### src/pcs_pkg.sv
package pcs_pkg;

	//////////////////////////////////////////////////
	// Widths
	//////////////////////////////////////////////////
	localparam int N_LANES         = 4;
	localparam int LEN_DATA_BLOCK  = 64;
	localparam int LEN_CTRL_BLOCK  = 8;
	localparam int LEN_CODED_BLOCK = 66;
	localparam int LEN_TYPE        = 8;
	localparam int NB_ADDR_RAM     = 6;
	localparam int NB_LANE_SEL     = $clog2(N_LANES);
	localparam int NB_CMD          = 32;
	localparam int NB_OPCODE       = 4;

	// Lane select field of a command word
	localparam int CMD_LANE_LSB    = 8;

	localparam logic [NB_OPCODE-1:0] OP_SET_ENABLES = 4'h1;
	localparam logic [NB_OPCODE-1:0] OP_RUN         = 4'h2;
	localparam logic [NB_OPCODE-1:0] OP_READ        = 4'h3;

	//////////////////////////////////////////////////
	// 64b/66b block types
	//////////////////////////////////////////////////
	localparam logic [LEN_TYPE-1:0] BT_IDLE  = 8'h1E;
	localparam logic [LEN_TYPE-1:0] BT_START = 8'h78;
	localparam logic [LEN_TYPE-1:0] BT_TERM0 = 8'h87;
	localparam logic [LEN_TYPE-1:0] BT_TERM1 = 8'h99;
	localparam logic [LEN_TYPE-1:0] BT_TERM2 = 8'hAA;
	localparam logic [LEN_TYPE-1:0] BT_TERM3 = 8'hB4;
	localparam logic [LEN_TYPE-1:0] BT_TERM4 = 8'hCC;
	localparam logic [LEN_TYPE-1:0] BT_TERM5 = 8'hD2;
	localparam logic [LEN_TYPE-1:0] BT_TERM6 = 8'hE1;
	localparam logic [LEN_TYPE-1:0] BT_TERM7 = 8'hFF;

	localparam logic [7:0] CH_IDLE  = 8'h07;
	localparam logic [7:0] CH_START = 8'hFB;
	localparam logic [7:0] CH_TERM  = 8'hFD;
	localparam logic [7:0] CH_ERROR = 8'hFE;

	localparam int FRAME_DATA_BLOCKS = 5;
	localparam int IDLE_GAP          = 2;

	localparam int SCR_TAP_A = 38; // x^39
	localparam int SCR_TAP_B = 57; // x^58

	typedef struct packed {
		logic [LEN_DATA_BLOCK-1:0] data;
		logic [LEN_CTRL_BLOCK-1:0] ctrl;
	} xgmii_blk_t;

	typedef struct packed {
		xgmii_blk_t tx;
		xgmii_blk_t rx;
	} log_word_t;

endpackage
### src/pcs_ctrl_if.sv
`timescale 1ns/1ps

interface pcs_ctrl_if
	import pcs_pkg::*;
	();

	logic                   run;            // One cycle pulse
	logic                   en_encoder;
	logic                   en_scrambler;
	logic                   en_descrambler;
	logic                   en_decoder;
	logic                   rd_en;
	logic [NB_ADDR_RAM-1:0] rd_addr;
	logic [NB_LANE_SEL-1:0] rd_lane;

	// Register file side
	modport regs (
		output run, en_encoder, en_scrambler, en_descrambler, en_decoder,
		output rd_en, rd_addr, rd_lane
	);

	modport gen (input run);

	modport lane (input en_encoder, en_scrambler, en_descrambler, en_decoder);

	modport log (input run, rd_en, rd_addr, rd_lane);

endinterface

### src/block_gen.sv
`timescale 1ns/1ps

module block_gen
	import pcs_pkg::*;
	(
	input  logic       i_clock,
	input  logic       i_arst_n,
	pcs_ctrl_if.gen    ctrl,
	input  logic       i_stop,
	output xgmii_blk_t o_tx_blk     [N_LANES],
	output logic       o_tx_valid,
	output xgmii_blk_t o_tx_blk_dly [N_LANES] // Aligned with lane outputs
	);

	typedef enum logic [2:0] {ST_OFF, ST_START, ST_DATA, ST_TERM, ST_GAP} gen_state_t;

	gen_state_t  state;
	logic [2:0]  count;
	logic [2:0]  term_pos;
	logic [31:0] lfsr [N_LANES];
	xgmii_blk_t  blk  [N_LANES];
	xgmii_blk_t  dly  [N_LANES][3];

	// Block contents for the current state
	always_comb begin
		for (int l = 0; l < N_LANES; l++) begin
			blk[l].data = {lfsr[l], ~lfsr[l]};
			blk[l].ctrl = '0;
			case (state)
				ST_START: begin
					blk[l].data[7:0] = CH_START;
					blk[l].ctrl      = 8'h01;
				end
				ST_TERM: begin
					for (int b = 0; b < 8; b++) begin
						if (b == term_pos)
							blk[l].data[8*b +: 8] = CH_TERM;
						else if (b > term_pos)
							blk[l].data[8*b +: 8] = CH_IDLE;
					end
					blk[l].ctrl = 8'hFF << term_pos;
				end
				ST_GAP, ST_OFF: begin
					blk[l].data = {8{CH_IDLE}};
					blk[l].ctrl = 8'hFF;
				end
				default: ;
			endcase
		end
	end

	//////////////////////////////////////////////////
	// Frame FSM
	//////////////////////////////////////////////////
	always_ff @(posedge i_clock or negedge i_arst_n) begin
		if (!i_arst_n) begin
			state    <= ST_OFF;
			count    <= '0;
			term_pos <= '0;
		end else if (ctrl.run) begin
			state    <= ST_START;
			count    <= '0;
			term_pos <= '0;
		end else if (i_stop) begin
			state <= ST_OFF;
		end else begin
			case (state)
				ST_START: begin
					state <= ST_DATA;
					count <= '0;
				end
				ST_DATA: begin
					count <= count + 3'd1;
					if (count == 3'(FRAME_DATA_BLOCKS - 1))
						state <= ST_TERM;
				end
				ST_TERM: begin
					state    <= ST_GAP;
					count    <= '0;
					term_pos <= term_pos + 3'd1; // Next frame ends one byte later
				end
				ST_GAP: begin
					count <= count + 3'd1;
					if (count == 3'(IDLE_GAP - 1))
						state <= ST_START;
				end
				default: ;
			endcase
		end
	end

	always_ff @(posedge i_clock or negedge i_arst_n) begin
		if (!i_arst_n) begin
			o_tx_valid <= 1'b0;
			for (int l = 0; l < N_LANES; l++)
				lfsr[l] <= 32'hACE1_0000 + 32'(l * 32'h1357_9BDF) + 32'd1;
		end else begin
			o_tx_valid <= (state != ST_OFF) && !i_stop && !ctrl.run;
			for (int l = 0; l < N_LANES; l++) begin
				if (state != ST_OFF) // Galois step
					lfsr[l] <= (lfsr[l] >> 1) ^ (lfsr[l][0] ? 32'h8020_0003 : 32'h0);
			end
		end
	end

	always_ff @(posedge i_clock) begin
		for (int l = 0; l < N_LANES; l++) begin
			o_tx_blk[l] <= blk[l];
			dly[l][0]   <= o_tx_blk[l];
			for (int d = 1; d < 3; d++)
				dly[l][d] <= dly[l][d-1];
			o_tx_blk_dly[l] <= dly[l][2]; // Four cycles after o_tx_blk
		end
	end

endmodule

### src/flat_wrapper.sv
// flat-port wrapper written by rule: the top's interface ports become plain ports
module block_gen_flat import pcs_pkg::*;
  (i_clock, i_arst_n, i_stop, o_tx_blk, o_tx_valid, o_tx_blk_dly, ctrl_run);
  pcs_ctrl_if ctrl_i ();
  input  logic i_clock;
  input  logic i_arst_n;
  input  logic i_stop;
  output xgmii_blk_t o_tx_blk[N_LANES];
  output logic o_tx_valid;
  output xgmii_blk_t o_tx_blk_dly[N_LANES];
  input wire logic [$bits(ctrl_i.run)-1:0] ctrl_run;
  assign ctrl_i.run = ctrl_run;
  block_gen u_core (.i_clock(i_clock), .i_arst_n(i_arst_n), .ctrl(ctrl_i), .i_stop(i_stop), .o_tx_blk(o_tx_blk), .o_tx_valid(o_tx_valid), .o_tx_blk_dly(o_tx_blk_dly));
endmodule
### config.mk
export PLATFORM = sky130hd
export DESIGN_NAME = block_gen_flat
export DESIGN_NICKNAME = d
export VERILOG_FILES = /design/src/pcs_pkg.sv /design/src/pcs_ctrl_if.sv /design/src/block_gen.sv /design/src/flat_wrapper.sv
export SDC_FILE = /design/constraint.sdc
export NUM_CORES = 1
export LEC_CHECK = 0
export BUFFER_PORTS_ARGS = -buffer_cell sky130_fd_sc_hd__buf_2
export CORE_AREA = 2 2 350 439
export DETAILED_ROUTE_END_ITERATION = 16
export DIE_AREA = 0 0 352 441
export GPL_TIMING_DRIVEN = 0
export PLACE_DENSITY = 0.42
export SETUP_SLACK_MARGIN = 0.1
export SLEW_MARGIN = 20
export SYNTH_ARGS = -nofsm -noshare
export SYNTH_HDL_FRONTEND = slang
export SYNTH_SLANG_ARGS = --single-unit
### constraint.sdc
create_clock -name i_clock -period 2.4 [get_ports i_clock]
set_clock_uncertainty 0.2 [all_clocks]
set_input_delay 0.36 -clock i_clock [delete_from_list [all_inputs] [get_ports i_clock]]
set_output_delay 0.36 -clock i_clock [all_outputs]
set_load 0.01 [all_outputs]
==> summary.txt <==
Cells and area
  – Most frequent cells in the layout: dfxtp_1 (1318), buf_2 (594), nand2_1 (377)
  – FILL cells: between 15k and 20k
  – Commonest non-fill, non-tap cell in the layout: dfxtp_1
  – Sequential cell area: 0.0300 mm2
  – Nets: 3107
  – Footprint of the multi-input gates: 0.00386 mm2
  – Layout cell share with drive strength beyond 1: 31.6%
  – Area Growth Syn to Fin: 30.8%

Clocking
  – H-tree lvl count: 4
  – Clk sink count: 1458
  – Root Driver: clkbuf_16
  – Clock edge transition at the registers on the reported setup and hold paths: ~60 ps
  – Clk_lat worst skew: 790 ps
  – CTS tree: yes
  – CTS Buf Count: 144
  – Clk buf depth: 3

Synth
  – Mapped Nets: 2374
  – Unique masters post-synth: between 40 and 50
  – Seq cells post-synth: 1458
  – Syn avg cell area: 14.6 um2
  – Post-synth EDFFs: 0
  – Ys flop type: dfxtp_1
  – Synth Warn #: 0
  – Sequential area share after synthesis: about 87%
  – Synth top area cells: dfxtp_1 (76%), dfrtp_1 (5.5%), dfstp_2 (4.7%)
  – Post-synth ARST share: 9.47%
  – Cell taking the most area after synthesis: dfxtp_1
  – Synth Instances: 2362
  – Cell Area, Synth: 0.0345 mm2
  – Synth top area share: about three quarters

Pwr
  – Sw frac: between 20 and 30%
  – LEAKAGE: slightly above 0.02 uW
  – P per Cell Area: 1360 mW/mm2
  – Switching power: 15700 uW
  – P_int: 45700 uW
  – Sequential Power Share: 53.1%
  – Clock share of power: 37.4%
  – Max IR drop VDD: 1.02 mV
  – Combinational share of power: 9.4%

Global routing
  – Pin count of the biggest net entering global routing: 69
  – First-pass GRT wire length: roughly 130 mm
  – Vias in the first global route: about 18k
  – GRT overflow: 0
  – Initial antenna violation count: 2
  – Total track usage: ~12%

Timing
  – Worst Slack Setup Final: 201 ps
  – # setup viols final: 0
  – Hold Violations, Final: 0
  – FMAX: 0.455 GHz
  – RSZ-0062 raised after global routing: yes
  – Setup TNS: 0 ps
  – Final period util: 91.6%
  – Worst slew pin tran: 946 ps
  – Final hold slack: approximately 100 ps
  – Min cycle time layout: ~2200 ps
  – Slew headroom: 37.0%
  – Slew Viols, Final: 0

Critical path
  – Required time of the critical path: 2820 ps
  – Crit path DAT: 2620 ps
  – Most frequent CP cell: buf_6
  – Critical path origin: u_core.term_pos[1]
  – Worst r2r src: u_core.term_pos[1]
  – CP max stage cell: dfrtp_1
  – Startpoint Class: flip-flop
  – CP Max Fanout: 10
  – Slowest Stage Delay on Critical Path: 410 ps
  – Critical path capture point type: flip-flop
  – Depth of the most critical reg-to-reg path: 8
  – Worst Path Class, Setup: flip-flop to flip-flop
  – Crit path cell chain: buf_4 -> or3_1 -> clkbuf_4 -> and2_4 -> buf_6 -> clkinv_2 -> buf_6 -> o21ai_1

Placed design
  – Dpl ws: -583 ps
  – Dpl hpwl: 71.0 mm
  – Placer's final routability congestion estimate: ~0.73
  – PortBufs: 579

Drt
  – Vias: 18.2k
  – Final wirelength: approximately 97 mm
  – Wirelength per Cell: 18.5 um
  – Number of nets still failing antenna checks after routing: 0
  – 1st-iter DRT viols: between 800 and 900
  – Drt pass-1 iters: 5
  – Drt drc: 0
  – Vias/cell: 3.48

Die
  – Die Span Y: 441 um
  – Core Region: 0.151 mm2
  – Full die area: 0.155 mm2
  – Site Rows: 160
  – DIE WIDTH: roughly 350 um
  – I/O Pins: 581
  – Starting Density: 22.9%

Min path
  – WHS Path Cells: 0
  – Hold Path Class: flip-flop to flip-flop
  – Hold Startpoint: u_core.dly[1][189]

Job
  – Maxcap violations: 0

Status
  – Status: complete, no violations
state kept, by name, summed over array words and instances, names as in the netlist:
signal,cells
u_core.dly,792
u_core.o_tx_blk,264
u_core.o_tx_blk_dly,264
u_core.lfsr,128
u_core.count,3
u_core.state,3
u_core.term_pos,3
u_core.o_tx_valid,1
Yosys cell counts, drive strengths merged (14+ instances only):
cell,n
dfxtp,1320
a21o,81
nand2b,14
nand2,378
inv,19
buf,86
nor2,33
o21a,16
xnor2,14
dfstp,62
a21oi,41
clkbuf,50
o21ai,98
dfrtp,76
critical path, delay by kind of cell (launching register included):
family	cells	cell delay (ps)
AO/OA/AOI/OAI	1	70
buffers and inverters	5	790
flip-flops	1	410
AND/OR/NAND/NOR	2	550
area by class of cell:
| class | instances | share of cell area [%] |
|---|---|---|
| clock inverter | 58 | 1.75 |
| buffer | 136 | 1.88 |
| clock buffer | 199 | 9.11 |
| inverter | 20 | 0.169 |
| multi-input combinational | 748 | 8.53 |
| sequential | 1458 | 66.3 |
| timing repair buffer | 587 | 6.65 |
| tap | 2025 | 5.61 |
| antenna | 2 | 0.0111 |
cells by family (layout without fill, tap and decap cells):
group | count (synthesis) | in the layout | synth area share, %
adder cells (fa/ha/maj) | 8 | 8 | 0.290
flip-flops | 1458 | 1458 | 86.7
AO/OA/AOI/OAI | 252 | 252 | 4.52
multiplexers | 1 | 1 | 0.0326
buffers and inverters | 156 | 1000 | 2.39
other | 0 | 2 | 0
AND/OR/NAND/NOR | 473 | 473 | 5.71
XOR/XNOR | 14 | 14 | 0.355
power groups by stage:
| stage | logic, uW | registers, uW | clock network, uW |
|---|---|---|---|
| 4_1_cts | 6030 | 32800 | 23900 |
| 6_report | 5790 | 32600 | 23000 |
| 3_5_place_dp | 5970 | 33300 | 0 |
| 2_1_floorplan | 1680 | 32900 | 0 |
| 5_1_grt | 6380 | 33300 | 24800 |
| 3_3_place_gp | 5950 | 33200 | 0 |
metal layers:
| metal | part of all wire, % | vias up | track usage (%) |
|---|---|---|---|
| li1 | - | 8906 | - |
| met1 | 40 | 8641 | 13.9 |
| met2 | 51 | 490 | 21.6 |
| met3 | 6.2 | 169 | 3.83 |
| met4 | 2.8 | 4 | 4.46 |
| met5 | 0.031 | - | 0 |
path summary, 6_finish.rpt:
path	slack, ps	to
hold reg to reg	100	u_core.dly[1][117]
setup / recovery	200	u_core.o_tx_blk[245]
min in group asynchronous	510	u_core.lfsr[38]
max in group asynchronous	350	u_core.lfsr[67]
hold / removal	100	u_core.dly[1][117]
setup reg to reg	200	u_core.o_tx_blk[245]
through the flow:
step | std cells | power [uW] | utilization (%) | area (um2)
after floorplan | 2362 | 34600 | - | 34500
after global placement | 4966 | 39200 | 26.5 | 40000
after detailed placement | 4967 | 39300 | 26.5 | 40000
after CTS | 5229 | 62700 | 29.8 | 45100
after global routing | 5231 | 64500 | 29.9 | 45200
final | 5233 | 61400 | 29.9 | 45200
timing repair:
item / 4_1_cts / 5_1_grt
gates cloned: 0 / 0
gates resized for setup: 64 / 28
hold buffers: 5 / 0
hold endpoints to repair: 118 / 0
endpoints found under the setup margin: 315 / 124
buffers inserted: 0 / 2
Note: power is estimated with default switching activity, not from simulation.
