**src/pcs_pkg.sv**
```systemverilog
package pcs_pkg;

	//////////////////////////////////////////////////
	// Widths
	//////////////////////////////////////////////////
	localparam int N_LANES         = 4;
	localparam int LEN_DATA_BLOCK  = 64;
	localparam int LEN_CTRL_BLOCK  = 8;
	localparam int LEN_CODED_BLOCK = 66;
	localparam int LEN_TYPE        = 8;
	localparam int NB_ADDR_RAM     = 6;
	localparam int NB_LANE_SEL     = $clog2(N_LANES);
	localparam int NB_CMD          = 32;
	localparam int NB_OPCODE       = 4;

	// Lane select field of a command word
	localparam int CMD_LANE_LSB    = 8;

	localparam logic [NB_OPCODE-1:0] OP_SET_ENABLES = 4'h1;
	localparam logic [NB_OPCODE-1:0] OP_RUN         = 4'h2;
	localparam logic [NB_OPCODE-1:0] OP_READ        = 4'h3;

	//////////////////////////////////////////////////
	// 64b/66b block types
	//////////////////////////////////////////////////
	localparam logic [LEN_TYPE-1:0] BT_IDLE  = 8'h1E;
	localparam logic [LEN_TYPE-1:0] BT_START = 8'h78;
	localparam logic [LEN_TYPE-1:0] BT_TERM0 = 8'h87;
	localparam logic [LEN_TYPE-1:0] BT_TERM1 = 8'h99;
	localparam logic [LEN_TYPE-1:0] BT_TERM2 = 8'hAA;
	localparam logic [LEN_TYPE-1:0] BT_TERM3 = 8'hB4;
	localparam logic [LEN_TYPE-1:0] BT_TERM4 = 8'hCC;
	localparam logic [LEN_TYPE-1:0] BT_TERM5 = 8'hD2;
	localparam logic [LEN_TYPE-1:0] BT_TERM6 = 8'hE1;
	localparam logic [LEN_TYPE-1:0] BT_TERM7 = 8'hFF;

	localparam logic [7:0] CH_IDLE  = 8'h07;
	localparam logic [7:0] CH_START = 8'hFB;
	localparam logic [7:0] CH_TERM  = 8'hFD;
	localparam logic [7:0] CH_ERROR = 8'hFE;

	localparam int FRAME_DATA_BLOCKS = 5;
	localparam int IDLE_GAP          = 2;

	localparam int SCR_TAP_A = 38; // x^39
	localparam int SCR_TAP_B = 57; // x^58

	typedef struct packed {
		logic [LEN_DATA_BLOCK-1:0] data;
		logic [LEN_CTRL_BLOCK-1:0] ctrl;
	} xgmii_blk_t;

	typedef struct packed {
		xgmii_blk_t tx;
		xgmii_blk_t rx;
	} log_word_t;

endpackage
```
**src/pcs_ctrl_if.sv**
```systemverilog
`timescale 1ns/1ps

interface pcs_ctrl_if
	import pcs_pkg::*;
	();

	logic                   run;            // One cycle pulse
	logic                   en_encoder;
	logic                   en_scrambler;
	logic                   en_descrambler;
	logic                   en_decoder;
	logic                   rd_en;
	logic [NB_ADDR_RAM-1:0] rd_addr;
	logic [NB_LANE_SEL-1:0] rd_lane;

	// Register file side
	modport regs (
		output run, en_encoder, en_scrambler, en_descrambler, en_decoder,
		output rd_en, rd_addr, rd_lane
	);

	modport gen (input run);

	modport lane (input en_encoder, en_scrambler, en_descrambler, en_decoder);

	modport log (input run, rd_en, rd_addr, rd_lane);

endinterface

```
**src/pcs_lane.sv**
```systemverilog
`timescale 1ns/1ps

module pcs_lane
	import pcs_pkg::*;
	(
	input  logic       i_clock,
	input  logic       i_arst_n,
	pcs_ctrl_if.lane   ctrl,
	input  xgmii_blk_t i_blk,
	input  logic       i_valid,
	output xgmii_blk_t o_blk,
	output logic       o_valid
	);

	localparam int NB_SCR = SCR_TAP_B + 1;

	// Terminate types by byte position
	localparam logic [8*LEN_TYPE-1:0] TERM_TYPES = {BT_TERM7, BT_TERM6, BT_TERM5, BT_TERM4,
		BT_TERM3, BT_TERM2, BT_TERM1, BT_TERM0};

	logic [LEN_CODED_BLOCK-1:0] enc_c, s1_code, s2_code, s3_code;
	logic [LEN_CTRL_BLOCK-1:0]  s1_raw, s2_raw, s3_raw; // Ctrl kept for decoder bypass
	logic [3:0]                 vld;
	logic [NB_SCR-1:0]          scr_st, scr_st_n, dsc_st, dsc_st_n;
	logic [LEN_DATA_BLOCK-1:0]  scr_d, dsc_d;
	xgmii_blk_t                 dec_c;
	logic [LEN_DATA_BLOCK-1:0]  pl;

	//////////////////////////////////////////////////
	// Encoder
	//////////////////////////////////////////////////
	always_comb begin
		enc_c = {i_blk.data, 2'b01};
		pl    = '0;
		if (ctrl.en_encoder && i_blk.ctrl != '0) begin
			enc_c = {{8{7'h1E}}, BT_IDLE, 2'b10}; // Error unless matched below
			if (i_blk.ctrl == 8'hFF && i_blk.data == {8{CH_IDLE}})
				enc_c = {56'h0, BT_IDLE, 2'b10};
			else if (i_blk.ctrl == 8'h01 && i_blk.data[7:0] == CH_START)
				enc_c = {i_blk.data[63:8], BT_START, 2'b10};
			for (int k = 0; k < 8; k++) begin
				if (i_blk.ctrl == (8'hFF << k) && i_blk.data[8*k +: 8] == CH_TERM) begin
					for (int b = 0; b < k; b++)
						pl[8 + 8*b +: 8] = i_blk.data[8*b +: 8];
					enc_c = {pl[63:8], TERM_TYPES[8*k +: 8], 2'b10};
				end
			end
		end
	end

	//////////////////////////////////////////////////
	// Self-synchronizing scrambler and descrambler
	//////////////////////////////////////////////////
	always_comb begin
		scr_st_n = scr_st;
		dsc_st_n = dsc_st;
		for (int i = 0; i < LEN_DATA_BLOCK; i++) begin
			scr_d[i] = s1_code[2+i] ^ scr_st_n[SCR_TAP_A] ^ scr_st_n[SCR_TAP_B];
			scr_st_n = {scr_st_n[NB_SCR-2:0], scr_d[i]};
			dsc_d[i] = s2_code[2+i] ^ dsc_st_n[SCR_TAP_A] ^ dsc_st_n[SCR_TAP_B];
			dsc_st_n = {dsc_st_n[NB_SCR-2:0], s2_code[2+i]};
		end
	end

	//////////////////////////////////////////////////
	// Decoder
	//////////////////////////////////////////////////
	always_comb begin
		dec_c.data = {8{CH_ERROR}};
		dec_c.ctrl = 8'hFF;
		if (!ctrl.en_decoder) begin
			dec_c.data = s3_code[65:2];
			dec_c.ctrl = s3_raw;
		end else if (s3_code[1:0] == 2'b01) begin
			dec_c.data = s3_code[65:2];
			dec_c.ctrl = '0;
		end else if (s3_code[1:0] == 2'b10) begin
			case (s3_code[9:2])
				BT_IDLE: begin
					for (int b = 0; b < 8; b++)
						dec_c.data[8*b +: 8] = (s3_code[10 + 7*b +: 7] == 7'h00) ?
							CH_IDLE : CH_ERROR;
				end
				BT_START: begin
					dec_c.data = {s3_code[65:10], CH_START};
					dec_c.ctrl = 8'h01;
				end
				BT_TERM0, BT_TERM1, BT_TERM2, BT_TERM3,
				BT_TERM4, BT_TERM5, BT_TERM6, BT_TERM7: begin
					for (int k = 0; k < 8; k++) begin
						if (s3_code[9:2] == TERM_TYPES[8*k +: 8]) begin
							dec_c.ctrl = 8'hFF << k;
							for (int b = 0; b < 8; b++) begin
								if (b < k)
									dec_c.data[8*b +: 8] = s3_code[10 + 8*b +: 8];
								else if (b == k)
									dec_c.data[8*b +: 8] = CH_TERM;
								else
									dec_c.data[8*b +: 8] = CH_IDLE;
							end
						end
					end
				end
				default: ; // Unknown type stays an error block
			endcase
		end
	end

	// Four-stage pipeline
	always_ff @(posedge i_clock or negedge i_arst_n) begin
		if (!i_arst_n) begin
			vld    <= '0;
			scr_st <= '1;
			dsc_st <= '1;
		end else begin
			vld <= {vld[2:0], i_valid};
			if (vld[0] && ctrl.en_scrambler)
				scr_st <= scr_st_n;
			if (vld[1] && ctrl.en_descrambler)
				dsc_st <= dsc_st_n;
		end
	end

	always_ff @(posedge i_clock) begin
		s1_code <= enc_c;
		s1_raw  <= i_blk.ctrl;
		s2_code <= ctrl.en_scrambler ? {scr_d, s1_code[1:0]} : s1_code;
		s2_raw  <= s1_raw;
		s3_code <= ctrl.en_descrambler ? {dsc_d, s2_code[1:0]} : s2_code;
		s3_raw  <= s2_raw;
		o_blk   <= dec_c;
	end

	assign o_valid = vld[3];

	a_hdr_legal: assert property (@(posedge i_clock) disable iff (!i_arst_n)
		i_valid && ctrl.en_encoder |=> (s1_code[1:0] == 2'b01 || s1_code[1:0] == 2'b10));

endmodule

```
**src/flat_wrapper.sv**
```systemverilog
// flat-port wrapper written by rule: the top's interface ports become plain ports
module pcs_lane_flat import pcs_pkg::*;
  (i_clock, i_arst_n, i_blk, i_valid, o_blk, o_valid, ctrl_en_encoder, ctrl_en_scrambler, ctrl_en_descrambler, ctrl_en_decoder);
  pcs_ctrl_if ctrl_i ();
  input  logic i_clock;
  input  logic i_arst_n;
  input  xgmii_blk_t i_blk;
  input  logic i_valid;
  output xgmii_blk_t o_blk;
  output logic o_valid;
  input wire logic [$bits(ctrl_i.en_encoder)-1:0] ctrl_en_encoder;
  input wire logic [$bits(ctrl_i.en_scrambler)-1:0] ctrl_en_scrambler;
  input wire logic [$bits(ctrl_i.en_descrambler)-1:0] ctrl_en_descrambler;
  input wire logic [$bits(ctrl_i.en_decoder)-1:0] ctrl_en_decoder;
  assign ctrl_i.en_encoder = ctrl_en_encoder;
  assign ctrl_i.en_scrambler = ctrl_en_scrambler;
  assign ctrl_i.en_descrambler = ctrl_en_descrambler;
  assign ctrl_i.en_decoder = ctrl_en_decoder;
  pcs_lane u_core (.i_clock(i_clock), .i_arst_n(i_arst_n), .ctrl(ctrl_i), .i_blk(i_blk), .i_valid(i_valid), .o_blk(o_blk), .o_valid(o_valid));
endmodule
```
**config.mk**
```make
export PLATFORM = sky130hd
export DESIGN_NAME = pcs_lane_flat
export DESIGN_NICKNAME = d
export VERILOG_FILES = /design/src/pcs_pkg.sv /design/src/pcs_ctrl_if.sv /design/src/pcs_lane.sv /design/src/flat_wrapper.sv
export SDC_FILE = /design/constraint.sdc
export NUM_CORES = 1
export LEC_CHECK = 0
export ABC_AREA = 1
export BUFFER_PORTS_ARGS = -buffer_cell sky130_fd_sc_hd__clkbuf_2
export CORE_ASPECT_RATIO = 0.9
export CORE_MARGIN = 10
export CORE_UTILIZATION = 54
export CTS_BUF_LIST = sky130_fd_sc_hd__clkbuf_16
export CTS_CLUSTER_SIZE = 16
export DETAILED_ROUTE_END_ITERATION = 6
export PLACE_DENSITY = 0.76
export RECOVER_POWER = 25
export SLEW_MARGIN = 15
export SYNTH_ARGS = -nofsm -noshare
export SYNTH_HDL_FRONTEND = slang
export SYNTH_SLANG_ARGS = --single-unit
```
**constraint.sdc**
```tcl
create_clock -name i_clock -period 1.67 [get_ports i_clock]
set_input_delay 0.2505 -clock i_clock [delete_from_list [all_inputs] [get_ports i_clock]]
set_output_delay 0.2505 -clock i_clock [all_outputs]
set_load 0.005 [all_outputs]
```
==> out/metrics.csv <==
stage,metric,value,unit
outcome,outcome,finished with violations,
outcome,failing checks,setup timing,
yosys,Syn Area/Cell,7.91,um2
yosys,sequential fraction of the synthesis area,48.7,%
cells_and_area,Final Net Count,2855,
route,Routed WL,66.2,mm
floorplan,core box area,34000,um2
cells_and_area,"Area growth, synth to finish",30.5,%
yosys,largest area contributor in the netlist,dfxtp_1,
clock_tree,clk sink count,414,
timing,Hold Fails Final Rpt,0,
clock_tree,worst skew pair latency,0.57,ns
setup_path,Crit Path Class,flip-flop to flip-flop,
yosys,most common cell in the netlist,nand2_1,
grt,initial antenna violation count,1,
setup_path,capturing point of the worst reg2reg path,u_core.o_blk[8],
yosys,mapped cell area,18500,um2
setup_path,Critical Path Fanout Max,6,
cells_and_area,final core occ,71.3,%
grt,first-pass GRT wire length,99.0,mm
setup_path,critical path endpoint category,flip-flop,
hold_path,Min-Delay Path Class,input pin to flip-flop,
cells_and_area,number of fill cells,2708,
clock_tree,CTS tree,yes,
place,GPL Wtd Cong,1.05,
grt,global-route usage over all layers,30.0,%
setup_path,FF-to-FF path depth,13,
place,PortBufs,151,
route,vias per cell,5.39,
clock_tree,Root Buffer,clkbuf_16,
grt,largest net degree at the start of global routing,77,
clock_tree,clock-pin slew on the worst setup and hold paths,0.06,ns
yosys,ys flop type,dfxtp_1,
setup_path,Reg2Reg Launch Point,u_core.s3_code[5],
power_and_ir_drop,power density cells,1680,nW/um2
clock_tree,TritonCTS Buffers,41,
timing,Fin Setup TNS,-3.64,ns
hold_path,end of the worst hold path,u_core.s1_code[39],
hold_path,hold depth,4,
grt,gr ovfl total,0,
route,first drt pass iteration count,7,
power_and_ir_drop,Worst IR Drop VDD,1.33,mV
floorplan,die area,42200,um2
timing,Post-Route Skew,0.0297,ns
clock_tree,clock buffer depth,3,
route,DRC Markers,0,
route,Final ANT Viol Nets,0,
yosys,unique cell type count in the Yosys netlist,44,
setup_path,r2r setup slk,-0.14,ns
route,DRT iter0 DRCs,1994,
timing,slew at the pin closest to its max-slew limit,0.710,ns
hold_path,hold path start,i_blk[45],
power_and_ir_drop,P_leak,11.5,nW
yosys,asr flop ratio synth,29.0,%
yosys,largest cells by area after synthesis,"dfxtp_1 32%, dfstp_2 16%, nand2_1 12%",
cells_and_area,layout cells sized above 1,29.0,%
timing,unrepaired setup endpoints after global routing,true,
place,hpwl dp,50.8,mm
yosys,warnings from Yosys,0,
route,routed wire length per instance,20.2,um
yosys,Post-Syn Instances,2346,
timing,Tmin final,1.81,ns
timing,highest clock rate,552,MHz
grt,vias in the first global route,17066,
timing,Final Worst Setup Slack,-0.142,ns
timing,Slew Limit Fails,0,
floorplan,IO Pins,152,
setup_path,CP Launch Type,flip-flop,
yosys,Post-synth EDFFs,0,
cells_and_area,Post-Layout Cell Count,3271,
cells_and_area,final instance area,24200,um2
yosys,Synthesized Nets,2425,
timing,slew margin rel.,52.7,%
setup_path,Worst EP required,2.10,ns
yosys,Synth top area share,31.7,%
place,DP Area,21700,um2
job,Max-cap violations,0,
route,Vias,17626,
floorplan,Die W,215,um
place,Cells after DPL,3150,
floorplan,Die Y,196,um
yosys,Yosys reg bits,414,
timing,part of the cycle the worst path needs,108,%
timing,Setup Viol. Count Final,63,
cells_and_area,diode count,0,
clock_tree,H-tree Lvls,2,
timing,hold_ws,0.0499,ns
setup_path,crit path DAT,2.24,ns
floorplan,Initial Utilization,54.6,%
yosys,Post-synth top cells,"587 x nand2_1, 294 x dfxtp_1, 247 x o21ai_0",
floorplan,num rows,64,
worst max-delay path, stage by stage (launching register included):
cell	delay [ns]
dfxtp_4	0.38
inv_2	0.05
nand2_2	0.09
nor2_4	0.04
nand2_2	0.10
nand2_2	0.07
nor2_4	0.12
buf_6	0.12
nand3_4	0.10
nand2_8	0.14
nand2_4	0.12
buf_12	0.16
nand3_1	0.06
o21ai_0	0.12
power by group:
part	total (mW)	switching (mW)	leakage, nW	internal, mW
Clock	9.29	3.99	0.695	5.30
Combinational	13.7	7.98	7.03	5.74
Sequential	17.7	3.34	3.74	14.4
cell type report:
type,count,area [um2],area share [%]
inverter,243,941,3.89
clock inverter,35,334,1.38
sequential,414,9060,37.4
tap,462,578,2.39
timing repair buffer,467,3400,14.1
clock buffer,41,1030,4.24
multi-input combinational,1609,8850,36.6
metal layers:
metal	part of all wire (%)	global-route usage, %	up-vias
met5	0	0	-
met4	5.6	15.7	0
met3	6.9	4.92	173
met2	47	50.2	785
met1	40	36.8	8310
li1	-	-	8358
through the flow:
stage          power (mW)  setup slack [ns]
6_report             40.7            -0.142
5_1_grt              42.7            -0.224
4_1_cts              39.7            -0.105
3_5_place_dp         29.7            -0.441
3_3_place_gp         29.3            -0.483
2_1_floorplan        23.4             0.125
worst max-delay path by stage:
stage | endpoint | from | slack [ns] | cells after the start
final | u_core.o_blk[8] | u_core.s3_code[5] | -0.14 | 13
after global routing | u_core.o_blk[58] | u_core.s3_code[6] | -0.22 | 14
after CTS | u_core.o_blk[64] | u_core.s3_code[5] | -0.11 | 13
after detailed placement | u_core.s1_code[8] | i_blk[49] | -0.44 | 11
after global placement | u_core.s1_code[8] | i_blk[49] | -0.48 | 11
after floorplan | u_core.o_blk[35] | u_core.s3_code[3] | 0.12 | 13
placed cells by master (no fill, tap or decap), types with 25 or more instances in the layout:
| master | count |
|---|---|
| a21oi_1 | 26 |
| buf_4 | 271 |
| clkbuf_16 | 41 |
| clkbuf_2 | 147 |
| dfstp_2 | 115 |
| dfxtp_1 | 286 |
| inv_1 | 228 |
| nand2_1 | 556 |
| nand2_2 | 32 |
| nand3_1 | 158 |
| nor2_1 | 172 |
| o21ai_0 | 220 |
| o21ai_2 | 25 |
| xnor2_1 | 34 |
| xor2_1 | 143 |
kinds of logic after synthesis:
group           Yosys count  synth area share (%)
compound gates          377                  11.3
xor+xnor                191                  9.02
flops                   414                  48.7
simple gates           1039                  24.0
buf+inv                 325                  6.97
flip-flops by register name (all words and copies together), names as in the netlist:
signal / cells
u_core.dsc_st: 58
u_core.o_blk: 72
u_core.s1_code: 66
u_core.s1_raw: 8
u_core.s2_code: 66
u_core.s2_raw: 8
u_core.s3_code: 66
u_core.s3_raw: 8
u_core.scr_st: 58
u_core.vld: 4
what timing repair did:
item / in CTS / in global routing
gates cloned: 2 / 2
resized for setup: 137 / 81
endpoints found under the hold margin: 35 / 0
setup endpoints to repair: 76 / 89
setup buffers: 17 / 15
pin swaps: 24 / 38
hold buffers: 10 / 0
(Power assumes the default switching activity.)
