## config.mk

```make
export PLATFORM = sky130hd
export DESIGN_NAME = register_file_flat
export DESIGN_NICKNAME = d
export VERILOG_FILES = /design/src/pcs_pkg.sv /design/src/pcs_ctrl_if.sv /design/src/register_file.sv /design/src/flat_wrapper.sv
export SDC_FILE = /design/constraint.sdc
export NUM_CORES = 1
export LEC_CHECK = 0
export BUFFER_PORTS_ARGS = -buffer_cell sky130_fd_sc_hd__buf_2
export CAP_MARGIN = 30
export CORE_MARGIN = 3
export CORE_UTILIZATION = 33
export DETAILED_ROUTE_END_ITERATION = 8
export GPL_ROUTABILITY_DRIVEN = 0
export PLACE_DENSITY_LB_ADDON = 0.12
export RECOVER_POWER = 100
export SLEW_MARGIN = 25
export SYNTH_ARGS = -nofsm -noshare
export SYNTH_HDL_FRONTEND = slang
export SYNTH_SLANG_ARGS = --single-unit
```

## constraint.sdc

```tcl
create_clock -name i_clock -period 0.8 [get_ports i_clock]
set_input_delay 0.2 -clock i_clock [delete_from_list [all_inputs] [get_ports i_clock]]
set_output_delay 0.2 -clock i_clock [all_outputs]
set_load 0.01 [all_outputs]
```

## src/pcs_pkg.sv

```systemverilog
package pcs_pkg;

	//////////////////////////////////////////////////
	// Widths
	//////////////////////////////////////////////////
	localparam int N_LANES         = 4;
	localparam int LEN_DATA_BLOCK  = 64;
	localparam int LEN_CTRL_BLOCK  = 8;
	localparam int LEN_CODED_BLOCK = 66;
	localparam int LEN_TYPE        = 8;
	localparam int NB_ADDR_RAM     = 6;
	localparam int NB_LANE_SEL     = $clog2(N_LANES);
	localparam int NB_CMD          = 32;
	localparam int NB_OPCODE       = 4;

	// Lane select field of a command word
	localparam int CMD_LANE_LSB    = 8;

	localparam logic [NB_OPCODE-1:0] OP_SET_ENABLES = 4'h1;
	localparam logic [NB_OPCODE-1:0] OP_RUN         = 4'h2;
	localparam logic [NB_OPCODE-1:0] OP_READ        = 4'h3;

	//////////////////////////////////////////////////
	// 64b/66b block types
	//////////////////////////////////////////////////
	localparam logic [LEN_TYPE-1:0] BT_IDLE  = 8'h1E;
	localparam logic [LEN_TYPE-1:0] BT_START = 8'h78;
	localparam logic [LEN_TYPE-1:0] BT_TERM0 = 8'h87;
	localparam logic [LEN_TYPE-1:0] BT_TERM1 = 8'h99;
	localparam logic [LEN_TYPE-1:0] BT_TERM2 = 8'hAA;
	localparam logic [LEN_TYPE-1:0] BT_TERM3 = 8'hB4;
	localparam logic [LEN_TYPE-1:0] BT_TERM4 = 8'hCC;
	localparam logic [LEN_TYPE-1:0] BT_TERM5 = 8'hD2;
	localparam logic [LEN_TYPE-1:0] BT_TERM6 = 8'hE1;
	localparam logic [LEN_TYPE-1:0] BT_TERM7 = 8'hFF;

	localparam logic [7:0] CH_IDLE  = 8'h07;
	localparam logic [7:0] CH_START = 8'hFB;
	localparam logic [7:0] CH_TERM  = 8'hFD;
	localparam logic [7:0] CH_ERROR = 8'hFE;

	localparam int FRAME_DATA_BLOCKS = 5;
	localparam int IDLE_GAP          = 2;

	localparam int SCR_TAP_A = 38; // x^39
	localparam int SCR_TAP_B = 57; // x^58

	typedef struct packed {
		logic [LEN_DATA_BLOCK-1:0] data;
		logic [LEN_CTRL_BLOCK-1:0] ctrl;
	} xgmii_blk_t;

	typedef struct packed {
		xgmii_blk_t tx;
		xgmii_blk_t rx;
	} log_word_t;

endpackage
```

## src/pcs_ctrl_if.sv

```systemverilog
`timescale 1ns/1ps

interface pcs_ctrl_if
	import pcs_pkg::*;
	();

	logic                   run;            // One cycle pulse
	logic                   en_encoder;
	logic                   en_scrambler;
	logic                   en_descrambler;
	logic                   en_decoder;
	logic                   rd_en;
	logic [NB_ADDR_RAM-1:0] rd_addr;
	logic [NB_LANE_SEL-1:0] rd_lane;

	// Register file side
	modport regs (
		output run, en_encoder, en_scrambler, en_descrambler, en_decoder,
		output rd_en, rd_addr, rd_lane
	);

	modport gen (input run);

	modport lane (input en_encoder, en_scrambler, en_descrambler, en_decoder);

	modport log (input run, rd_en, rd_addr, rd_lane);

endinterface

```

## src/register_file.sv

```systemverilog
`timescale 1ns/1ps

module register_file
	import pcs_pkg::*;
	(
	input  logic              i_clock,
	input  logic              i_arst_n,
	input  logic              i_cmd_valid,
	input  logic [NB_CMD-1:0] i_cmd,
	pcs_ctrl_if.regs          ctrl
	);

	logic [NB_OPCODE-1:0]   opcode;
	logic                   is_set;
	logic                   is_run;
	logic                   is_read;
	logic [3:0]             enables;
	logic                   run_q;
	logic                   rd_en_q;
	logic [NB_ADDR_RAM-1:0] rd_addr_q;
	logic [NB_LANE_SEL-1:0] rd_lane_q;

	assign opcode  = i_cmd[NB_CMD-1 -: NB_OPCODE];
	assign is_set  = i_cmd_valid && (opcode == OP_SET_ENABLES);
	assign is_run  = i_cmd_valid && (opcode == OP_RUN);
	assign is_read = i_cmd_valid && (opcode == OP_READ);

	always_ff @(posedge i_clock or negedge i_arst_n) begin
		if (!i_arst_n) begin
			enables <= '0;
			run_q   <= 1'b0;
			rd_en_q <= 1'b0;
		end else begin
			run_q   <= is_run;
			rd_en_q <= is_read;
			if (is_set)
				enables <= i_cmd[3:0]; // enc, scr, descr, dec from bit 3 down
		end
	end

	// Lane and address of a read request
	always_ff @(posedge i_clock) begin
		if (is_read) begin
			rd_addr_q <= i_cmd[NB_ADDR_RAM-1:0];
			rd_lane_q <= i_cmd[CMD_LANE_LSB +: NB_LANE_SEL];
		end
	end

	assign ctrl.en_encoder     = enables[3];
	assign ctrl.en_scrambler   = enables[2];
	assign ctrl.en_descrambler = enables[1];
	assign ctrl.en_decoder     = enables[0];
	assign ctrl.run            = run_q;
	assign ctrl.rd_en          = rd_en_q;
	assign ctrl.rd_addr        = rd_addr_q;
	assign ctrl.rd_lane        = rd_lane_q;

	a_run_rd_excl: assert property (@(posedge i_clock) disable iff (!i_arst_n)
		!(ctrl.run && ctrl.rd_en));

endmodule

```

## src/flat_wrapper.sv

```systemverilog
// flat-port wrapper written by rule: the top's interface ports become plain ports
module register_file_flat import pcs_pkg::*;
  (i_clock, i_arst_n, i_cmd_valid, i_cmd, ctrl_run, ctrl_en_encoder, ctrl_en_scrambler, ctrl_en_descrambler, ctrl_en_decoder, ctrl_rd_en, ctrl_rd_addr, ctrl_rd_lane);
  pcs_ctrl_if ctrl_i ();
  input  logic i_clock;
  input  logic i_arst_n;
  input  logic i_cmd_valid;
  input  logic [NB_CMD-1:0] i_cmd;
  output wire logic [$bits(ctrl_i.run)-1:0] ctrl_run;
  output wire logic [$bits(ctrl_i.en_encoder)-1:0] ctrl_en_encoder;
  output wire logic [$bits(ctrl_i.en_scrambler)-1:0] ctrl_en_scrambler;
  output wire logic [$bits(ctrl_i.en_descrambler)-1:0] ctrl_en_descrambler;
  output wire logic [$bits(ctrl_i.en_decoder)-1:0] ctrl_en_decoder;
  output wire logic [$bits(ctrl_i.rd_en)-1:0] ctrl_rd_en;
  output wire logic [$bits(ctrl_i.rd_addr)-1:0] ctrl_rd_addr;
  output wire logic [$bits(ctrl_i.rd_lane)-1:0] ctrl_rd_lane;
  assign ctrl_run = ctrl_i.run;
  assign ctrl_en_encoder = ctrl_i.en_encoder;
  assign ctrl_en_scrambler = ctrl_i.en_scrambler;
  assign ctrl_en_descrambler = ctrl_i.en_descrambler;
  assign ctrl_en_decoder = ctrl_i.en_decoder;
  assign ctrl_rd_en = ctrl_i.rd_en;
  assign ctrl_rd_addr = ctrl_i.rd_addr;
  assign ctrl_rd_lane = ctrl_i.rd_lane;
  register_file u_core (.i_clock(i_clock), .i_arst_n(i_arst_n), .i_cmd_valid(i_cmd_valid), .i_cmd(i_cmd), .ctrl(ctrl_i));
endmodule
```

==> impl_metrics.ini, run 1 <==
[detailed_routing]
firstDrtPassIters = 4
via_count = 404
via_per_inst = 4.81
dr.first_iter.drc_count = 5
drc = 0
ant_nets = 0
wire_per_inst_um = 15.0
drt-total-wl_um = 1260

[worst_hold_path]
min_from = i_cmd[4]
min_to = u_core.ctrl.rd_addr[4]
min_path_type = input port to register
holdPathStages = 1

[timing]
setup_viol = 27
relSlewSlack = 0.775
hold_ws_ps = 100
setup_ws_ps = -219
slew_viol_final = 0
finalCritPeriodShare = 1.27
finalClockSkew_ps = 0
tightest_slew_ps = 337
max_freq_mhz = 982
fin_crit_ps = 1020
hold_viol = 0
rsz0062_at_grt = true

[synth]
async_reset_ff_frac = 0.429
yosys_warnings = 0
synthCells = 24
ys_top_cells_by_area = edfxtp_1, dfrtp_1, mux2_2, nor4_4, nand2_1
yosysMostFrequentCell = edfxtp_1
yosysUniqueCellTypes = 7
synth_seq_cells = 14
syn_area_um2 = 479
ys.flop_type = edfxtp_1
syn_nets = 59
synthTopCellsByCount = edfxtp_1, dfrtp_1, mux2_2, nand2_1, nor2_1
yosysTopAreaCellShare = 0.501
syn_area_per_cell_um2 = 20.0
synth_edf_count = 8
yosys.area.top_type = edfxtp_1
seq_area_frac_synth = 0.815

[floorplan]
boundaryPins = 49
core-area_um2 = 1330
dieWidth_um = 44.1
initial_core_util = 0.359
die_h_um = 44.1
rows = 13
die-area_um2 = 1950

[setup_path]
reg2reg_slack_ps = -110
worst_setup_path_start_kind = register
reg2regPathDepth = 2
regToRegStartpoint = u_core.enables[3]
critical_path.max_stage_delay_ps = 400
cp_top_family = flip-flops
cp_data_required_time_ps = 600
crit_arrival_ps = 820
crit_chain = buf_2
end_kind = primary output
r2r_end = u_core.enables[3]
cp_max_fo = 2
critPathKind = register to primary output
worst-path-buf-inv = 1
crit_path_top_delay_cell = dfrtp_1

[final_layout]
post_layout_nonfiller_instances = 84
design_area_um2 = 818
fin_nets = 105
fill_cells = 115
area_growth_pct = 70.8
diodes = 0
drive_above_1_share = 0.652

[power_and_ir_drop]
power_density_nw_per_um2 = 1960
max-vdd-ir-drop_mv = 1.00
leakage_nw = 0.379

[outcome]
violations = negative setup slack
status = finished with violations

[place]
io_buffers = 28
dpl-instance-area_um2 = 681
place_inst = 70

[grt]
grt_pass1_vias = 425
grt_usage = 0.132
grt_max_degree = 9
antenna_found_initial = 0
grt_pass1_wl_um = 1810
overflow = 0

[clocking]
clk_latency_ps = 270
tritoncts = built
ctsLongestPathBuffers = 2
cts_num_sinks = 14
h-tree-depth = 1
cts_made_buffers = 3
path_clk_slew_ps = 80
ctsRootBufferMaster = clkbuf_4

[run]
max-cap-violations = 0
-- registers in the layout, summed over array words and instances, names as in the netlist --
| register | cells |
|---|---|
| u_core.ctrl.rd_addr | 6 |
| u_core.enables | 4 |
| u_core.ctrl.rd_lane | 2 |
| u_core.ctrl.rd_en | 1 |
| u_core.ctrl.run | 1 |
-- area by class of cell --
cell class | count | area [um^2] | share of cell area
Multi-Input combinational cell | 10 | 114 | 0.139
Tap cell | 15 | 18.8 | 0.0229
Timing Repair Buffer | 41 | 269 | 0.329
Sequential cell | 14 | 390 | 0.477
Clock buffer | 4 | 26.3 | 0.0321
-- per-layer routing --
layer,vias up,GRT usage,routed length [um]
met5,-,0,0
met4,0,0.0843,12
met3,4,0.0285,96
met2,21,0.247,773
met1,198,0.128,376
li1,181,-,-
-- metrics by stage --
| stage | total power, mW | setup slack (ps) | setup TNS [ps] | util |
|---|---|---|---|---|
| floorplan | 0.947 | -220 | -1210 | - |
| global placement | 1.07 | -372 | -4350 | 0.510 |
| detailed placement | 1.08 | -433 | -5040 | 0.510 |
| CTS | 1.56 | -222 | -3170 | 0.603 |
| global route | 1.67 | -247 | -4870 | 0.614 |
| finish | 1.60 | -219 | -4070 | 0.614 |
-- logic make-up after synthesis --
logic type,synth area share
muxes,0.0940
DFF,0.815
and+or+nand+nor,0.0914
-- cell usage in the layout (no fill, tap or decap) --
cell	synthesis	final
buf_2	0	21
buf_4	0	8
buf_6	0	4
buf_8	0	2
clkbuf_1	0	6
clkbuf_4	0	3
dfrtp_1	6	6
dlygate4sd3_1	0	1
edfxtp_1	8	8
mux2_4	0	4
nand2_1	2	1
nand2_2	0	1
nor2_1	2	1
nor2_4	0	1
nor3b_1	1	1
nor4_4	1	1
-- worst max-delay path by stage --
stage / slack (ps) / cells past startpoint / end / start
after floorplan: -220 / 2 / u_core.enables[0] / i_cmd[29]
after global placement: -370 / 3 / u_core.enables[3] / i_cmd[29]
after detailed placement: -430 / 3 / u_core.enables[3] / i_cmd[29]
after CTS: -220 / 1 / ctrl_rd_lane[0] / u_core.ctrl.rd_lane[0]
after global routing: -250 / 1 / ctrl_en_scrambler / u_core.enables[2]
final: -220 / 1 / ctrl_en_encoder / u_core.enables[3]
-- power breakdown --
group	switching (mW)	internal (mW)	total (mW)
sequential	0.0303	0.821	0.851
clock	0.214	0.193	0.408
combinational	0.134	0.211	0.345
-- repair_timing --
| item | in CTS | in global routing |
|---|---|---|
| gates resized for setup | 12 | 2 |
| buffers inserted | 6 | 3 |
| hold endpoints to repair | 6 | 0 |
| setup endpoints to repair | 26 | 26 |
| hold buffers | 1 | 0 |
| pin swaps | 4 | 3 |
(Power assumes the default switching activity.)
==> run 2: changes to the inputs <==
--- a/config.mk
+++ b/config.mk
@@ -6,9 +6,9 @@
 export NUM_CORES = 1
 export LEC_CHECK = 0
 export BUFFER_PORTS_ARGS = -buffer_cell sky130_fd_sc_hd__buf_2
-export CAP_MARGIN = 30
 export CORE_MARGIN = 3
-export CORE_UTILIZATION = 33
+export CORE_UTILIZATION = 35
+export CTS_BUF_LIST = sky130_fd_sc_hd__clkbuf_2 sky130_fd_sc_hd__clkbuf_4 sky130_fd_sc_hd__clkbuf_8
 export DETAILED_ROUTE_END_ITERATION = 8
 export GPL_ROUTABILITY_DRIVEN = 0
 export PLACE_DENSITY_LB_ADDON = 0.12
==> impl_metrics.ini, run 2 (same netlist as run 1, synthesis figures left out) <==
[timing]
relSlewSlack = 0.792
finalCritPeriodShare = 1.28
setup_viol = 26
finalClockSkew_ps = 0
finalSetupTns_ps = -3330
rsz0062_at_grt = true
hold_ws_ps = 96.6
slew_viol_final = 0
max_freq_mhz = 979
hold_viol = 0
setup_ws_ps = -221
fin_crit_ps = 1020
tightest_slew_ps = 312

[final_layout]
fin_nets = 102
area_growth_pct = 65.0
final_util = 0.667
drive_above_1_share = 0.652
design_area_um2 = 791
post_layout_nonfiller_instances = 80
final_common_cell = buf_2
diodes = 0
final_cell_mix = buf_2, edfxtp_1, buf_4, dfrtp_1, clkbuf_1
largest_reg_flops = 6

[setup_path]
cp_data_required_time_ps = 600
end_kind = primary output
critical_path.max_stage_delay_ps = 400
worst-path-buf-inv = 1
worst_setup_path_start_kind = register
cp_top_family = flip-flops
crit_arrival_ps = 820
critPathKind = register to primary output
cp_max_fo = 2
reg2reg_slack_ps = -100
crit_chain = buf_2
crit_path_top_delay_cell = dfrtp_1

[detailed_routing]
via_per_inst = 4.74
via_count = 379
firstDrtPassIters = 4
dr.first_iter.drc_count = 8
wire_per_inst_um = 14.3
drc = 0
drt-total-wl_um = 1140
ant_nets = 0

[grt]
grt_pass1_vias = 367
overflow = 0
antenna_found_initial = 0
grt_max_degree = 9
grt_pass1_wl_um = 1680
grt_usage = 0.129

[floorplan]
rows = 12
boundaryPins = 49
die-area_um2 = 1850
core-area_um2 = 1190
dieWidth_um = 43
die_h_um = 43
initial_core_util = 0.404

[clocking]
cts_made_buffers = 3
ctsLongestPathBuffers = 2
ctsRootBufferMaster = clkbuf_4
tritoncts = built
h-tree-depth = 1
cts_num_sinks = 14
path_clk_slew_ps = 80
clk_latency_ps = 270

[place]
io_buffers = 28
dp_slack_ps = -425
dpl-instance-area_um2 = 672
place_inst = 68

[power_and_ir_drop]
p_int_mw = 1.21
power_density_nw_per_um2 = 2010
clkPwrFrac = 0.248
comb_power_share = 0.215
p_sw_frac = 0.238
max-vdd-ir-drop_mv = 1.23
p_switching_mw = 0.378
pwr-share-seq = 0.537
total_power_mw = 1.59
leakage_nw = 0.361

[outcome]
status = finished with violations
violations = negative setup slack

[run]
max-cap-violations = 0

[worst_hold_path]
min_path_type = input port to register
[run 2: what timing repair did]
item,4_1_cts,5_1_grt
resized for setup,10,1
hold buffers,1,0
endpoints found under the setup margin,26,23
hold endpoints to repair,6,0
setup buffers,3,3
pin swaps,1,4
cloned,1,0
[run 2: power by group through the flow]
stage	logic (mW)	clock network [mW]	registers (mW)
global route	0.362	0.444	0.857
global placement	0.206	0	0.858
floorplan	0.0584	0	0.889
finish	0.342	0.393	0.851
detailed placement	0.218	0	0.860
CTS	0.296	0.404	0.846
[run 2: layout make-up]
| class | instances | area [um^2] |
|---|---|---|
| clock buffer | 3 | 22.5 |
| clock inverter | 1 | 3.75 |
| fill | 89 | 395 |
| multi-input combinational | 11 | 133 |
| sequential | 14 | 390 |
| tap | 14 | 17.5 |
| timing repair buffer | 37 | 224 |
[run 2: final timing paths]
check,start,end,cells after the start
worst max-delay path,u_core.enables[0],ctrl_en_decoder,1
worst min-delay path,i_cmd[9],u_core.ctrl.rd_lane[1],1
worst max register to register,u_core.enables[3],u_core.enables[3],2
worst min register to register,u_core.enables[1],u_core.enables[1],2
max in group asynchronous,i_arst_n,u_core.enables[1],2
min in group asynchronous,i_arst_n,u_core.ctrl.rd_en,2
[run 2: routing by layer]
layer / vias up / track usage / share of wire
met5: - / 0 / 0
met4: 0 / 0.0723 / 0.024
met3: 4 / 0.0297 / 0.091
met2: 24 / 0.216 / 0.54
met1: 177 / 0.149 / 0.34
li1: 174 / - / -
==> run 3: changes to the inputs <==
==> constraint.sdc (replaced) <==
create_clock -name i_clock -period 1.05 [get_ports i_clock]
set_input_delay 0.2625 -clock i_clock [delete_from_list [all_inputs] [get_ports i_clock]]
set_output_delay 0.2625 -clock i_clock [all_outputs]
set_load 0.01 [all_outputs]
==> impl_metrics.ini, run 3 (same netlist as run 1, synthesis figures left out) <==
[timing]
fin_crit_ps = 1070
hold_viol = 0
setup_ws_ps = -20.9
finalClockSkew_ps = 0
setup_viol = 6
rsz0062_at_grt = true
tightest_slew_ps = 350
finalCritPeriodShare = 1.02
relSlewSlack = 0.765
max_freq_mhz = 934
slew_viol_final = 0

[worst_hold_path]
min_path_type = input port to register
min_from = i_cmd[9]

[final_layout]
fill_cells = 98
final_common_cell = buf_2
fin_nets = 99
design_area_um2 = 737
largest_reg_flops = 6
diodes = 0
final_cell_mix = buf_2, edfxtp_1, dfrtp_1
area_growth_pct = 53.8
drive_above_1_share = 0.651

[detailed_routing]
wire_per_inst_um = 13.7
ant_nets = 0
via_per_inst = 4.68
drt-total-wl_um = 1050
dr.first_iter.drc_count = 8
drc = 0
via_count = 360
firstDrtPassIters = 2

[setup_path]
worst-path-buf-inv = 1
worst_setup_path_start_kind = register
crit_arrival_ps = 810
cp_top_family = flip-flops
startpoint = u_core.enables[1]
cp_data_required_time_ps = 790
end_kind = primary output
crit_path_top_delay_cell = dfrtp_1
cp_max_fo = 2
regToRegStartpoint = u_core.enables[1]
crit_chain = buf_2
critPathKind = register to primary output
critical_path.max_stage_delay_ps = 390

[grt]
grt_usage = 0.126
grt_max_degree = 10
antenna_found_initial = 0
grt_most_used_layer = met2
use_met1 = 0.0926
met2_usage = 0.234
overflow = 0
grt_pass1_vias = 368
grt_util_met3 = 0.0636
grt_pass1_wl_um = 1600

[place]
io_buffers = 28
dpl-instance-area_um2 = 667

[clocking]
cts_made_buffers = 3
cts_num_sinks = 14
h-tree-depth = 1
ctsRootBufferMaster = clkbuf_4
clk_latency_ps = 270
path_clk_slew_ps = 80
tritoncts = built
ctsLongestPathBuffers = 2

[floorplan]
rows = 12
boundaryPins = 49
initial_core_util = 0.404
die_h_um = 43
core-area_um2 = 1190
die-area_um2 = 1850
dieWidth_um = 43

[power_and_ir_drop]
leakage_nw = 0.347
power_density_nw_per_um2 = 1660
total_power_mw = 1.23
max-vdd-ir-drop_mv = 0.988

[outcome]
violations = negative setup slack
status = finished with violations

[run]
max-cap-violations = 0
-- run 3: cell types whose count changed in the layout (fill, tap and decap cells not counted), moves of 2 or more --
cell / delta
mux2_2: +4
mux2_4: -4
buf_6: -4
nor2_4: -2
nor2_1: +2
clkbuf_1: -3
buf_4: -2
buf_2: +4
-- run 3: final timing paths --
kind	to	slack [ps]	cells past startpoint
min	u_core.ctrl.rd_lane[1]	160	1
max in group asynchronous	u_core.ctrl.rd_en	420	2
max	ctrl_en_descrambler	-20	1
max reg2reg	u_core.enables[1]	50	3
min in group asynchronous	u_core.enables[2]	390	2
min reg2reg	u_core.enables[0]	530	1
-- run 3: timing repair --
item,CTS,global route
setup buffers,2,2
gates cloned,0,0
endpoints found under the hold margin,6,0
setup endpoints to repair,8,14
hold buffers,1,0
resized for setup,0,0
pin swaps,0,0
-- run 3: power by group --
group          leakage (nW)  internal, mW  switching (mW)
Clock                0.0210         0.211           0.162
Combinational         0.177         0.122          0.0854
Sequential            0.149         0.625          0.0211
-- run 3: area by class of cell --
type                       instances  area (um^2)  area share
tap                               14         17.5      0.0238
sequential                        14          390       0.530
timing repair buffer              35          204       0.277
clock buffer                       4         36.3      0.0492
multi-input combinational         10         88.8       0.121
-- run 3: metal layers --
| layer | wire [um] | part of all wire |
|---|---|---|
| met3 | 104 | 0.099 |
| met4 | 29 | 0.028 |
| met2 | 610 | 0.58 |
| met5 | 0 | 0 |
| met1 | 308 | 0.29 |
-- run 3: through the flow --
step | setup TNS (ps) | utilization | hold slack (ps) | worst slack, ps | instances
global route | -577 | 0.621 | 138 | -58.9 | 77
global placement | -1420 | 0.562 | 85.9 | -201 | 68
detailed placement | -1750 | 0.562 | 90.0 | -249 | 68
finish | -82.9 | 0.621 | 161 | -20.9 | 77
CTS | -73.6 | 0.614 | 157 | -16.3 | 75
floorplan | -130 | - | -33.1 | -32.6 | 24
